File: src/design/rob_pkg.sv
package rob_pkg;

    // two instructions dispatched and retired per cycle
    localparam int ss = 2;

    // buffer geometry
    localparam int rob_depth = 8;
    localparam int rob_id_w = 3;

    // occupancy and free counts must reach rob_depth itself
    localparam int cnt_w = 4;

    // register file indices
    localparam int arch_w = 5;
    localparam int phys_w = 6;

    // number of architectural registers held in the alias table
    localparam int arch_regs = 32;

    // retirement order number as carried by rvfi
    localparam int order_w = 64;

    // lifecycle of one buffer entry
    // free    slot holds nothing
    // issued  dispatched and waiting on the cdb
    // done    result broadcast, waiting for the head
    typedef enum logic [1:0] {
        rob_free   = 2'd0,
        rob_issued = 2'd1,
        rob_done   = 2'd2
    } rob_status_e;

    // one buffer entry
    // rd is the architectural destination
    // pd is the physical register rename picked for it
    typedef struct packed {
        rob_status_e        status;
        logic [arch_w-1:0]  rd;
        logic [phys_w-1:0]  pd;
    } rob_entry_t;

endpackage

File: src/design/commit_if.sv
`timescale 1ns/1ns

// retirement bundle, one lane per superscalar slot
interface commit_if
    import rob_pkg::*;
    ();

    // lane 1 is only ever valid together with lane 0
    logic [ss-1:0]               valid;
    logic [ss-1:0][arch_w-1:0]   rd;
    logic [ss-1:0][phys_w-1:0]   pd;

    // consecutive across lanes and across cycles
    logic [ss-1:0][order_w-1:0]  order;

    // the buffer drives the bundle
    modport source (
        output valid,
        output rd,
        output pd,
        output order
    );

    // the alias table and anything else downstream only listen
    modport sink (
        input valid,
        input rd,
        input pd,
        input order
    );

endinterface

File: src/design/rob_queue.sv
`timescale 1ns/1ns

module rob_queue
    import rob_pkg::*;
    (
    input  logic                       clk,
    input  logic                       rst,

    // two-wide push at the tail
    input  logic                       push,
    input  rob_entry_t [ss-1:0]        push_entry,
    // low pushes slot 0 only, high pushes both slots
    input  logic                       push_count,

    // number of entries leaving the head this cycle, 0 to 2
    input  logic [1:0]                 pop_count,

    // cdb write of the done status
    input  logic                       done_valid,
    input  logic [rob_id_w-1:0]        done_id,

    // oldest two entries, slot 0 is the head itself
    output rob_entry_t [ss-1:0]        head_entry,
    output logic [rob_id_w-1:0]        head_id,
    output logic [rob_id_w-1:0]        tail_id,
    output logic [cnt_w-1:0]           free_slots
    );

    // entry status is control state and is cleared by reset
    rob_status_e status_q [rob_depth];
    // destination payload, only meaningful while the entry is in use
    logic [arch_w-1:0] rd_q [rob_depth];
    logic [phys_w-1:0] pd_q [rob_depth];

    // pointers wrap for free since depth is a power of two
    logic [rob_id_w-1:0] head_q;
    logic [rob_id_w-1:0] tail_q;
    // occupied entries
    logic [cnt_w-1:0] count_q;

    // per-slot push enables and their total
    logic [ss-1:0] slot_push;
    logic [1:0] push_n;

    assign slot_push[0] = push;
    assign slot_push[1] = push & push_count;
    assign push_n = {1'b0, slot_push[0]} + {1'b0, slot_push[1]};

    assign head_id = head_q;
    assign tail_id = tail_q;
    assign free_slots = cnt_w'(rob_depth) - count_q;

    // read port for the commit logic
    always_comb begin
        for (int i = 0; i < ss; i++) begin
            head_entry[i].status = status_q[head_q + rob_id_w'(i)];
            head_entry[i].rd = rd_q[head_q + rob_id_w'(i)];
            head_entry[i].pd = pd_q[head_q + rob_id_w'(i)];
        end
    end

    // status and pointer update
    always_ff @(posedge clk) begin
        if (rst) begin
            head_q <= '0;
            tail_q <= '0;
            count_q <= '0;
            for (int i = 0; i < rob_depth; i++) begin
                status_q[i] <= rob_free;
            end
        end else begin
            // cdb only ever targets an issued entry
            if (done_valid) begin
                status_q[done_id] <= rob_done;
            end
            // retired entries go back to free
            for (int i = 0; i < ss; i++) begin
                if (pop_count > 2'(i)) begin
                    status_q[head_q + rob_id_w'(i)] <= rob_free;
                end
            end
            // tail slots are free whenever a push is allowed
            for (int i = 0; i < ss; i++) begin
                if (slot_push[i]) begin
                    status_q[tail_q + rob_id_w'(i)] <= push_entry[i].status;
                end
            end
            head_q <= head_q + rob_id_w'(pop_count);
            tail_q <= tail_q + rob_id_w'(push_n);
            count_q <= count_q + cnt_w'(push_n) - cnt_w'(pop_count);
        end
    end

    // payload written at dispatch and held until the slot is reused
    always_ff @(posedge clk) begin
        for (int i = 0; i < ss; i++) begin
            if (slot_push[i]) begin
                rd_q[tail_q + rob_id_w'(i)] <= push_entry[i].rd;
                pd_q[tail_q + rob_id_w'(i)] <= push_entry[i].pd;
            end
        end
    end

endmodule

File: src/design/rob.sv
`timescale 1ns/1ns

module rob
    import rob_pkg::*;
    (
    input  logic                        clk,
    input  logic                        rst,

    // dispatch side, slot 1 only valid along with slot 0
    input  logic [ss-1:0]               dispatch_valid,
    input  logic [ss-1:0][arch_w-1:0]   dispatch_rd,
    input  logic [ss-1:0][phys_w-1:0]   dispatch_pd,
    output logic                        dispatch_ready,
    output logic [ss-1:0][rob_id_w-1:0] alloc_id,

    // common data bus
    input  logic                        cdb_valid,
    input  logic [rob_id_w-1:0]         cdb_rob_id,

    // retirement bundle towards the alias table
    commit_if.source                    commit
    );

    // queue side
    logic push;
    logic push_count;
    rob_entry_t [ss-1:0] push_entry;
    logic [1:0] pop_count;
    logic done_valid;
    rob_entry_t [ss-1:0] head_entry;
    logic [rob_id_w-1:0] head_id;
    logic [rob_id_w-1:0] tail_id;
    logic [cnt_w-1:0] free_slots;

    // distance of the cdb target from the head
    logic [rob_id_w-1:0] done_off;
    logic [cnt_w-1:0] occupied;

    // in-order commit selection
    logic [ss-1:0] commit_v;

    // retirement order counter
    logic [order_w-1:0] order_q;

    rob_queue queue0 (
        .clk        (clk),
        .rst        (rst),
        .push       (push),
        .push_entry (push_entry),
        .push_count (push_count),
        .pop_count  (pop_count),
        .done_valid (done_valid),
        .done_id    (cdb_rob_id),
        .head_entry (head_entry),
        .head_id    (head_id),
        .tail_id    (tail_id),
        .free_slots (free_slots)
    );

    // room for a full pair is required even when only one slot dispatches
    assign dispatch_ready = free_slots >= cnt_w'(ss);
    assign push = dispatch_ready & dispatch_valid[0];
    assign push_count = dispatch_valid[1];

    // new entries start issued and wait for the cdb
    always_comb begin
        for (int i = 0; i < ss; i++) begin
            push_entry[i].status = rob_issued;
            push_entry[i].rd = dispatch_rd[i];
            push_entry[i].pd = dispatch_pd[i];
            alloc_id[i] = tail_id + rob_id_w'(i);
        end
    end

    // drop broadcasts that fall outside the occupied window
    assign done_off = cdb_rob_id - head_id;
    assign occupied = cnt_w'(rob_depth) - free_slots;
    assign done_valid = cdb_valid & (cnt_w'(done_off) < occupied);

    // slot 1 may only retire behind slot 0
    assign commit_v[0] = head_entry[0].status == rob_done;
    assign commit_v[1] = commit_v[0] & (head_entry[1].status == rob_done);
    assign pop_count = {1'b0, commit_v[0]} + {1'b0, commit_v[1]};

    // bundle straight from the head, no register stage
    always_comb begin
        for (int i = 0; i < ss; i++) begin
            commit.valid[i] = commit_v[i];
            commit.rd[i] = head_entry[i].rd;
            commit.pd[i] = head_entry[i].pd;
            commit.order[i] = order_q + order_w'(i);
        end
    end

    // advances by however many retired this cycle
    always_ff @(posedge clk) begin
        if (rst) begin
            order_q <= '0;
        end else begin
            order_q <= order_q + order_w'(pop_count);
        end
    end

endmodule

File: src/design/rrat.sv
`timescale 1ns/1ns

module rrat
    import rob_pkg::*;
    (
    input  logic               clk,
    input  logic               rst,

    // retired instructions from the buffer
    commit_if.sink             commit,

    // read port for architectural state
    input  logic [arch_w-1:0]  query_rd,
    output logic [phys_w-1:0]  query_pd
    );

    // committed physical mapping per architectural register
    logic [phys_w-1:0] map_q [arch_regs];

    always_ff @(posedge clk) begin
        if (rst) begin
            // identity mapping out of reset, x0 maps to p0
            for (int i = 0; i < arch_regs; i++) begin
                map_q[i] <= phys_w'(i);
            end
        end else begin
            // later slot overrides an earlier one on the same rd
            for (int i = 0; i < ss; i++) begin
                if (commit.valid[i] && (commit.rd[i] != '0)) begin
                    map_q[commit.rd[i]] <= commit.pd[i];
                end
            end
        end
    end

    // x0 is never written so it keeps reading p0
    assign query_pd = map_q[query_rd];

endmodule

File: src/design/rob_top.sv
`timescale 1ns/1ns

module rob_top
    import rob_pkg::*;
    (
    input  logic                        clk,
    input  logic                        rst,

    // dispatch
    input  logic [ss-1:0]               dispatch_valid,
    input  logic [ss-1:0][arch_w-1:0]   dispatch_rd,
    input  logic [ss-1:0][phys_w-1:0]   dispatch_pd,
    output logic                        dispatch_ready,
    output logic [ss-1:0][rob_id_w-1:0] alloc_id,

    // completion
    input  logic                        cdb_valid,
    input  logic [rob_id_w-1:0]         cdb_rob_id,

    // retirement
    output logic [ss-1:0]               commit_valid,
    output logic [ss-1:0][arch_w-1:0]   commit_rd,
    output logic [ss-1:0][phys_w-1:0]   commit_pd,
    output logic [ss-1:0][order_w-1:0]  commit_order,

    // architectural mapping lookup
    input  logic [arch_w-1:0]           query_rd,
    output logic [phys_w-1:0]           query_pd
    );

    commit_if commit_bus ();

    rob rob0 (
        .clk            (clk),
        .rst            (rst),
        .dispatch_valid (dispatch_valid),
        .dispatch_rd    (dispatch_rd),
        .dispatch_pd    (dispatch_pd),
        .dispatch_ready (dispatch_ready),
        .alloc_id       (alloc_id),
        .cdb_valid      (cdb_valid),
        .cdb_rob_id     (cdb_rob_id),
        .commit         (commit_bus)
    );

    rrat rrat0 (
        .clk      (clk),
        .rst      (rst),
        .commit   (commit_bus),
        .query_rd (query_rd),
        .query_pd (query_pd)
    );

    // retirement bundle also visible at the pins
    assign commit_valid = commit_bus.valid;
    assign commit_rd = commit_bus.rd;
    assign commit_pd = commit_bus.pd;
    assign commit_order = commit_bus.order;

endmodule

File: config.mk
export PLATFORM = sky130hd
export DESIGN_NAME = rob_top
export DESIGN_NICKNAME = d
export VERILOG_FILES = /design/src/design/rob_pkg.sv /design/src/design/commit_if.sv /design/src/design/rob_queue.sv /design/src/design/rob.sv /design/src/design/rrat.sv /design/src/design/rob_top.sv
export SDC_FILE = /design/constraint.sdc
export NUM_CORES = 1
export LEC_CHECK = 0
export BUFFER_PORTS_ARGS = -buffer_cell sky130_fd_sc_hd__buf_2
export CAP_MARGIN = 5
export CORE_MARGIN = 2
export CORE_UTILIZATION = 35
export DETAILED_ROUTE_END_ITERATION = 8
export PLACE_DENSITY = 0.56
export SKIP_CTS_REPAIR_TIMING = 1
export SLEW_MARGIN = 20
export SYNTH_ARGS = -nofsm -noshare
export SYNTH_HDL_FRONTEND = slang
export SYNTH_SLANG_ARGS = --single-unit
File: constraint.sdc
create_clock -name clk -period 7.5 [get_ports clk]
set_input_delay 1.125 -clock clk [delete_from_list [all_inputs] [get_ports clk]]
set_output_delay 1.125 -clock clk [all_outputs]
set_load 0.02 [all_outputs]
# Word level (Yosys, flattened, before mapping)
# Memory sizes are Yosys's and may differ from the RTL's. A register that Yosys moved wholly into a read port is not among the register bits.
# Cells that the tools add are included.
# totals
register_bits,74
ram_bits,296
in_bits,35
mem_count,4
# memory_table
name,words,width,rd,rd_ports_with_merged_regs,wr,line,rtl
rrat0.map_q,32,6,1,0,32,rrat.sv:18,logic [phys_w-1:0] map_q [arch_regs];
rob0.queue0.pd_q,8,6,2,1,2,rob_queue.sv:33,logic [phys_w-1:0] pd_q [rob_depth];
rob0.queue0.rd_q,8,5,2,1,2,rob_queue.sv:32,logic [arch_w-1:0] rd_q [rob_depth];
rob0.queue0.status_q,8,2,2,1,8,rob_queue.sv:30,rob_status_e status_q [rob_depth];
# classes
add_sub_neg,13
n_lt_le_gt_ge,4
n_eq_ne,2
muxes,49
bitwise_logic,4
n_reduce_logical,11
# op_table
operator,count
"64-bit by 1-bit adder with 64-bit output, second input constant",1
64-bit by 2-bit adder with 64-bit output,1
1-bit two-way mux,32
3-bit two-way mux,8
6-bit two-way mux,2
6-bit OR reduction,2
2-bit two-way mux,5
5-bit two-way mux,2
5-bit nonzero test,2
2-bit OR reduction,5
"4-bit subtractor, first input constant",2
"3-bit by 1-bit adder with 3-bit output, second input constant",2
3-bit by 2-bit adder with 3-bit output,2
1-bit by 1-bit adder with 2-bit output,2
4-bit by 2-bit adder with 4-bit output,1
1-bit AND,4
"2-bit == test, second input constant",2
"4-bit by 2-bit >= comparator with 1-bit output, second input constant",1
"2-bit by 1-bit greater-than comparator with 1-bit output, second input constant",2
3-bit by 4-bit < comparator with 1-bit output,1
4-bit by 2-bit subtractor with 4-bit output,1
3-bit subtractor,1
1-bit logical AND,2

# Logic depth before layout (Yosys ltp)
# Gate-level depths: netlist of the first run.
# An unclocked memory read counts as a cell.
# logic_depth
depth_word,11
ltp_mapped,18
depth_no_buf,14

# Hierarchy
# A second synthesis of the first run with hierarchy kept.
# hier_totals
cells_unflattened,1905
hier_area_um2,22146.2
# modules_own_cells
module,instances,cells_per_inst,area_each_um2,seq_area_each_um2
rrat,1,733,10288.6,5765.5
rob_queue,1,581,7302.0,3323.2
rob,1,591,4555.6,1281.2

# Least setup slack after synthesis of the first run
# OpenSTA, ideal clock, no wires.
# synth_path
kind,input-to-output
start,in query_rd[0]
end,out query_pd[0]
t_arrival_ns,3.271
t_required_ns,6.375
path_slack_ns,3.104
path_stages,5
cell_sequence,buf_2 buf_1 mux4_2 mux4_2 mux2_2
# synth_between
elab_chain_cells,1
# synth_lines
item,line,rtl
start: declaration,rob_top.sv:27,"input logic [arch_w-1:0] query_rd,"
memory 32 x 6 bit,-,
end: declaration,rob_top.sv:28,output logic [phys_w-1:0] query_pd
# Every way passes these cells.

# Worst setup path in the final report of the first run
# layout_path
start,reg rob0.queue0.head_q[0] (netlist: rob0.queue0.head_id[0])
end,reg rob0.order_q[48]
# layout_between
elab_chain_cells,6
# layout_lines
item,line,rtl
start: declaration,rob_queue.sv:36,logic [rob_id_w-1:0] head_q;
start signal: assignment,rob_queue.sv:88,head_q <= head_q + rob_id_w'(pop_count);
3-bit by 1-bit adder with 3-bit output,rob_queue.sv:56,head_entry[i].status = status_q[head_q + rob_id_w'(i)];
memory 8 x 2 bit,-,
2-bit == test,rob.sv:82,assign commit_v[1] = commit_v[0] & (head_entry[1].status == rob_done);
1-bit AND,rob.sv:82,
1-bit by 1-bit adder with 2-bit output,rob.sv:83,"assign pop_count = {1'b0, commit_v[0]} + {1'b0, commit_v[1]};"
64-bit by 2-bit adder with 64-bit output,rob.sv:100,order_q <= order_q + order_w'(pop_count);
end signal: assignment,rob.sv:100,
end: declaration,rob.sv:43,logic [order_w-1:0] order_q;
# Every way passes these cells.
# A chain may end at the register's enable or synchronous reset.

==> results.py, run 1 <==
metrics = {
    "outcome": {
        "run_status": "finished, final reports clean",
    },
    "finish": {
        "design_area_um2": 26500,
        "nets": 2272,
        "fillerInstances": 6396,
        "areaGrowthSynthToFinish_pct": 13.6,
        "sequential_cell_area_um2": 10200,
        "mostFrequentLayoutCell": "sky130_fd_sc_hd__edfxtp_1",
        "drive_gt1_share_pct": 24.7,
        "multiInputGateArea_um2": 12300,
        "highest_count_cells_in_the_layout_ignoring_fill_and_taps": "280 x sky130_fd_sc_hd__edfxtp_1, 211 x sky130_fd_sc_hd__mux2i_1, 197 x sky130_fd_sc_hd__buf_2",
    },
    "critical_path": {
        "cp.arrival_ns": 5.76,
        "ff2ff_setup_slack_ns": 2.20,
        "slowest_stage": "sky130_fd_sc_hd__nor4_1",
        "critPathMaxStageDelay_ns": 0.85,
        "worstPathCellList": "buf_4, inv_2, or3_4, a41oi_1, nor2b_1, ha_1, inv_1, fa_1, nor4_1, and3_1, nor2b_1, xnor2_1, nor2_1",
        "path_delay_family": "simple AND/OR/NAND/NOR gates",
        "cp.buffers_inverters": 3,
        "critical-path-top-cell-by-count": "sky130_fd_sc_hd__nor2b_1",
        "worst-setup-path-type": "reg2reg",
        "reg2reg_to": "rob0.order_q[48]",
        "max_fanout_on_critical_path": 78,
        "rr_startpoint": "rob0.queue0.head_id[0]",
        "startpoint_type": "flop",
        "critPathCaptureType": "flop",
        "reg2regPathDepth": 13,
        "worstPathRequired_ns": 7.95,
    },
    "synthesis": {
        "asyncSetResetFlopFracSynth_pct": 0,
        "ys_ff_latch": 370,
        "yosys.cell_types.count": 91,
        "ys_dominant_reg_cell": "sky130_fd_sc_hd__edfxtp_1",
        "synth_area_um2": 23300,
        "synth_enable_flop_cells": 280,
        "synth_seq_area_share_pct": 43.8,
        "mean_syn_cell_area_um2": 11.1,
        "synthCells": 2105,
        "yosys.area.top_type": "sky130_fd_sc_hd__edfxtp_1",
        "synth_largest_type_area_fraction_pct": 36.0,
        "yosysWarnings": 0,
        "yosys-top-cells-area": "sky130_fd_sc_hd__edfxtp_1 36%, sky130_fd_sc_hd__mux2i_1 9.2%, sky130_fd_sc_hd__mux4_2 8.2%",
    },
    "placed_design": {
        "port_buffers": 199,
        "dpl_cell_area_um2": 25100,
        "globalplace.congestion": 0.937,
        "hpwl_um": 55500,
    },
    "worst_hold_path": {
        "hold-path-endpoint": "rob0.queue0.status_q[4][0]",
        "worstHoldStart": "rob0.queue0.status_q[4][0]",
        "worst_hold_path_type": "reg2reg",
        "number_of_cells_traversed_by_the_worst_hold_path": 2,
    },
    "floorplanning": {
        "num_io_pins": 200,
        "fp.dieW_um": 262,
        "design.core.area_um2": 65900,
        "die_area_um2": 68700,
        "core.rowCount": 94,
        "initial_util_pct": 35.4,
        "die_y_um": 262,
    },
    "power_and_ir_drop": {
        "vdd.ir_drop.worst_v": 0.000230,
        "leakagePower_nw": 9.60,
        "power_density_nw_per_um2": 296,
    },
    "sta": {
        "worstMarginPinSlew_ns": 1.17,
        "slew_headroom_pct": 21.5,
        "fmax_ghz": 0.189,
        "post-route-period-util_pct": 70.7,
        "hold_viol": 0,
        "finalSetupViolations": 0,
        "final_period_minus_worst_setup_slack_ns": 5.30,
        "maxSlewViolCount": 0,
        "setup_total_negative_slack_ns": 0,
        "unrepaired_setup_endpoints_after_global_routing": "false",
        "finClkSkew_ns": 0.0475,
    },
    "global_route": {
        "grt_antenna_before_repair": 4,
        "grt_first_pass_wirelength_um": 120000,
        "grt_start_max_net_pins": 79,
        "total_grt_overflow": 0,
        "via_count_of_the_first_global_routing_pass": 18694,
        "grt.total_usage_pct": 22.5,
    },
    "clock_network": {
        "tritoncts": "built",
        "htreeDepth": 2,
        "clockBufferDepth": 3,
        "cts_buffers": 44,
        "clkSlewWorstSetupHoldPaths_ns": 0.06,
        "clock_latency_ns": 0.60,
        "ctsRootBufferMaster": "sky130_fd_sc_hd__clkbuf_16",
        "clock-sinks": 370,
    },
    "detailed_routing": {
        "drt_iter0_drc": 1803,
        "postRouteWirelength_um": 80000,
        "routedWlPerCell_um": 25.7,
        "detail-route-antenna-nets": 0,
        "routed-via-count": 18619,
        "viasPerCell": 5.97,
        "drc_errors": 0,
        "first_pass_iters": 6,
    },
    "flow_run": {
        "max_capacitance_violation_count": 0,
    },
}
-- per-layer routing --
layer	wire length (µm)	up-vias	share of wire [%]	global-route usage, %
met2	37400	922	47	35.8
li1	-	8182	-	-
met1	33600	9347	42	30.8
met3	6340	166	7.9	3.96
met4	2640	2	3.3	7.86
met5	12	-	0.015	0
-- logic make-up (layout without fill, tap and decap cells) --
| group | Yosys count | in the layout | share of synthesized area (%) |
|---|---|---|---|
| AO/OA/AOI/OAI | 172 | 172 | 5.46 |
| XOR/XNOR | 127 | 127 | 4.77 |
| adder cells (fa/ha/maj) | 22 | 22 | 1.37 |
| buffers and inverters | 235 | 375 | 4.33 |
| flip-flops | 370 | 370 | 43.8 |
| multiplexers | 411 | 411 | 22.9 |
| other | 1 | 9 | 0.0161 |
| AND/OR/NAND/NOR | 767 | 767 | 17.4 |
-- worst max path at each step --
stage | start | endpoint | slack [ns] | cells past startpoint
4_1_cts | rob0.queue0.head_id[0] | rob0.order_q[48] | 2.21 | 13
3_5_place_dp | rob0.queue0.head_id[0] | rob0.order_q[48] | 2.24 | 13
2_1_floorplan | query_rd[0] | query_pd[0] | 3.10 | 5
5_1_grt | rob0.queue0.head_id[0] | rob0.order_q[48] | 1.85 | 13
6_report | rob0.queue0.head_id[0] | rob0.order_q[48] | 2.20 | 13
3_3_place_gp | rob0.queue0.head_id[0] | rob0.order_q[48] | 2.34 | 13
-- flip-flops by register name, summed over array words and instances, names as in the netlist --
name	flops
rob0.queue0.rd_q	40
rob0.queue0.status_q	16
rob0.queue0.pd_q	48
rob0.queue0.head_id	3
rob0.queue0.count_q	4
rrat0.map_q	192
rob0.queue0.tail_id	3
rob0.order_q	64
-- cells in the mapped netlist, drive strengths merged, types with 24 or more instances --
cell and instances:
buf 74, edfxtp 280, nand4 61, clkbuf 105, mux4 85, a21oi 34
o21ai 24, and3 25, dfxtp 90, nor3 83, mux2 111, nor2b 26
nor4 61, xor2 59, nand3 130, nor2 142, mux2i 215, nand2 160
inv 53, xnor2 68
-- where the power goes --
| group | internal (mW) | total [mW] | switching (mW) | leakage (nW) |
|---|---|---|---|---|
| clock network | 1.24 | 2.17 | 0.921 | 0.695 |
| registers | 2.35 | 2.45 | 0.101 | 3.22 |
| logic | 0.875 | 3.23 | 2.36 | 5.68 |
| total | 4.47 | 7.85 | 3.38 | 9.60 |
-- worst min-delay path: stages (launching register included) --
cell	delay, ns
sky130_fd_sc_hd__dfxtp_1	0.34
sky130_fd_sc_hd__o31ai_1	0.07
sky130_fd_sc_hd__a21oi_1	0.06
-- metrics by stage --
stage                     utilization, %  power, mW  hold WS (ns)  std cells  setup WS [ns]
after global placement              38.0       5.62         0.493       3033           2.34
after detailed placement            38.0       5.66         0.493       3033           2.24
after floorplan                        -       4.52         0.457       2110           3.10
after global routing                40.2       8.14         0.543       3117           1.85
after CTS                           40.2       7.82         0.507       3114           2.21
final                               40.2       7.85         0.515       3117           2.20
-- layout make-up --
class,count,share of cell area [%]
Antenna cell,3,0.0283
Clock buffer,62,4.60
Clock inverter,19,0.812
Inverter,56,0.793
Multi-Input combinational cell,1505,46.3
Sequential cell,370,38.5
Tap cell,864,4.08
Timing Repair Buffer,238,4.88
Note: power is estimated with default switching activity, not from simulation.
==> run 2, diff against run 1 <==
==> constraint.sdc (replaced) <==
create_clock -name clk -period 5.3 [get_ports clk]
set_input_delay 0.795 -clock clk [delete_from_list [all_inputs] [get_ports clk]]
set_output_delay 0.795 -clock clk [all_outputs]
set_load 0.02 [all_outputs]
==> results.py, run 2 (same netlist as run 1, synthesis figures left out) <==
metrics = {
    "detailed_routing": {
        "routedWlPerCell_um": 26.1,
        "drc_errors": 0,
        "routed-via-count": 18658,
        "detail-route-antenna-nets": 0,
        "drt_iter0_drc": 1737,
        "postRouteWirelength_um": 82200,
        "first_pass_iters": 5,
        "viasPerCell": 5.93,
    },
    "finish": {
        "final_cells": 3144,
        "drive_gt1_share_pct": 25.5,
        "top_regs": "rrat0.map_q (192), rob0.order_q (64), rob0.queue0.pd_q (48)",
        "multiInputGateArea_um2": 12300,
        "nets": 2302,
        "mostFrequentLayoutCell": "sky130_fd_sc_hd__edfxtp_1",
        "areaGrowthSynthToFinish_pct": 14.5,
        "largest_register_ffs": 192,
        "highest_count_cells_in_the_layout_ignoring_fill_and_taps": "280 x sky130_fd_sc_hd__edfxtp_1, 211 x sky130_fd_sc_hd__mux2i_1, 197 x sky130_fd_sc_hd__buf_2",
        "largest_register": "rrat0.map_q",
        "sequential_cell_area_um2": 10200,
        "fillerInstances": 6318,
    },
    "floorplanning": {
        "die_area_um2": 68700,
        "core.rowCount": 94,
        "die_y_um": 262,
        "design.core.area_um2": 65900,
        "initial_util_pct": 35.4,
        "fp.dieW_um": 262,
        "num_io_pins": 200,
    },
    "global_route": {
        "grt_antenna_before_repair": 1,
        "total_grt_overflow": 0,
        "via_count_of_the_first_global_routing_pass": 18742,
        "grt_first_pass_wirelength_um": 123000,
        "grt.total_usage_pct": 23.2,
        "grt_start_max_net_pins": 91,
    },
    "power_and_ir_drop": {
        "power_density_nw_per_um2": 420,
        "vdd.ir_drop.worst_v": 0.000290,
        "leakagePower_nw": 9.74,
    },
    "critical_path": {
        "startpoint_type": "flop",
        "critical-path-top-cell-by-count": "sky130_fd_sc_hd__buf_4",
        "slowest_stage": "sky130_fd_sc_hd__dfxtp_2",
        "worst-setup-path-type": "reg2out",
        "cp.arrival_ns": 4.02,
        "critPathCaptureType": "output pin",
        "reg2reg_to": "rob0.order_q[48]",
        "worstPathCellList": "ha_2, buf_4, clkinv_1, nor2_1, a221oi_1, a31oi_1, a211oi_4, buf_4, inv_1, buf_2",
        "rr_startpoint": "rob0.queue0.head_id[0]",
        "worstPathRequired_ns": 4.51,
        "max_fanout_on_critical_path": 32,
        "critPathMaxStageDelay_ns": 0.63,
        "reg2regPathDepth": 15,
        "ff2ff_setup_slack_ns": 0.81,
    },
    "sta": {
        "final_period_minus_worst_setup_slack_ns": 4.81,
        "finalSetupViolations": 0,
        "maxSlewViolCount": 0,
        "post-route-period-util_pct": 90.8,
        "setup_total_negative_slack_ns": 0,
        "worstMarginPinSlew_ns": 1.10,
        "hold_viol": 0,
        "slew_headroom_pct": 26.1,
        "fmax_ghz": 0.208,
        "finClkSkew_ns": 0.0484,
        "unrepaired_setup_endpoints_after_global_routing": "false",
        "hold_ws_ns": 0.501,
    },
    "placed_design": {
        "port_buffers": 199,
        "hpwl_um": 57700,
        "globalplace.congestion": 0.921,
        "place_inst": 3063,
    },
    "clock_network": {
        "htreeDepth": 2,
        "ctsRootBufferMaster": "sky130_fd_sc_hd__clkbuf_16",
        "clockBufferDepth": 3,
        "tritoncts": "built",
        "clock-sinks": 370,
        "clkSlewWorstSetupHoldPaths_ns": 0.06,
        "cts_buffers": 44,
        "clock_latency_ns": 0.61,
    },
    "worst_hold_path": {
        "hold-path-endpoint": "rob0.queue0.status_q[4][0]",
        "worstHoldStart": "rob0.queue0.status_q[4][0]",
        "number_of_cells_traversed_by_the_worst_hold_path": 2,
        "worst_hold_path_type": "reg2reg",
    },
    "outcome": {
        "run_status": "finished, final reports clean",
    },
    "flow_run": {
        "max_capacitance_violation_count": 0,
    },
}
## run 2: cell types whose count changed in the layout (fill, tap and decap cells not counted), sizes merged
cell and delta:
buf +30, bufinv +2, clkbuf -2, clkinv -2, diode -2, inv +1
## run 2: worst max path at each step
stage | slack [ns] | endpoint | from
after floorplan | 0.98 | rob0.order_q[48] | rob0.queue0.head_id[0]
after global placement | 0.95 | rob0.order_q[48] | rob0.queue0.head_id[0]
after detailed placement | 0.78 | rob0.order_q[48] | rob0.queue0.head_id[0]
after CTS | 0.44 | commit_pd[10] | rob0.queue0.head_id[0]
after global routing | 0.26 | commit_pd[10] | rob0.queue0.head_id[0]
final | 0.49 | commit_pd[10] | rob0.queue0.head_id[0]
## run 2: per-stage QoR
step	instance area, µm²	util (%)	power [mW]	setup WS, ns
2_1_floorplan	23400	-	6.40	0.980
3_5_place_dp	25300	38.4	8.10	0.779
5_1_grt	26700	40.6	11.6	0.261
6_report	26700	40.6	11.2	0.486
3_3_place_gp	25300	38.4	8.07	0.954
4_1_cts	26700	40.5	11.2	0.437
## run 2: routing by layer
layer | track usage, % | share of wire [%] | vias to the layer above
li1 | - | - | 8228
met1 | 31.7 | 42 | 9345
met2 | 37.2 | 47 | 927
met3 | 3.82 | 8.2 | 158
met4 | 7.99 | 3.1 | 0
met5 | 0 | 0 | -
## run 2: area by class of cell
cell class,instances,area share (%)
clock buffer,60,4.43
timing repair buffer,268,5.73
multi-input combinational,1505,45.9
antenna,1,0.00937
inverter,56,0.787
clock inverter,20,0.834
tap,864,4.05
sequential,370,38.2
## run 2: power by group
group / leakage, nW / total, mW / switching, mW / internal, mW
registers: 3.22 / 3.48 / 0.158 / 3.32
clock network: 0.676 / 3.07 / 1.26 / 1.80
logic: 5.84 / 4.68 / 3.41 / 1.27
## run 2: critical path, delay by kind of cell, from the launching register on
kind / cells / cell delay [ns]
buf+inv: 5 / 1.54
flops: 1 / 0.63
compound gates: 3 / 0.46
simple gates: 1 / 0.39
fa+ha+maj: 1 / 0.36
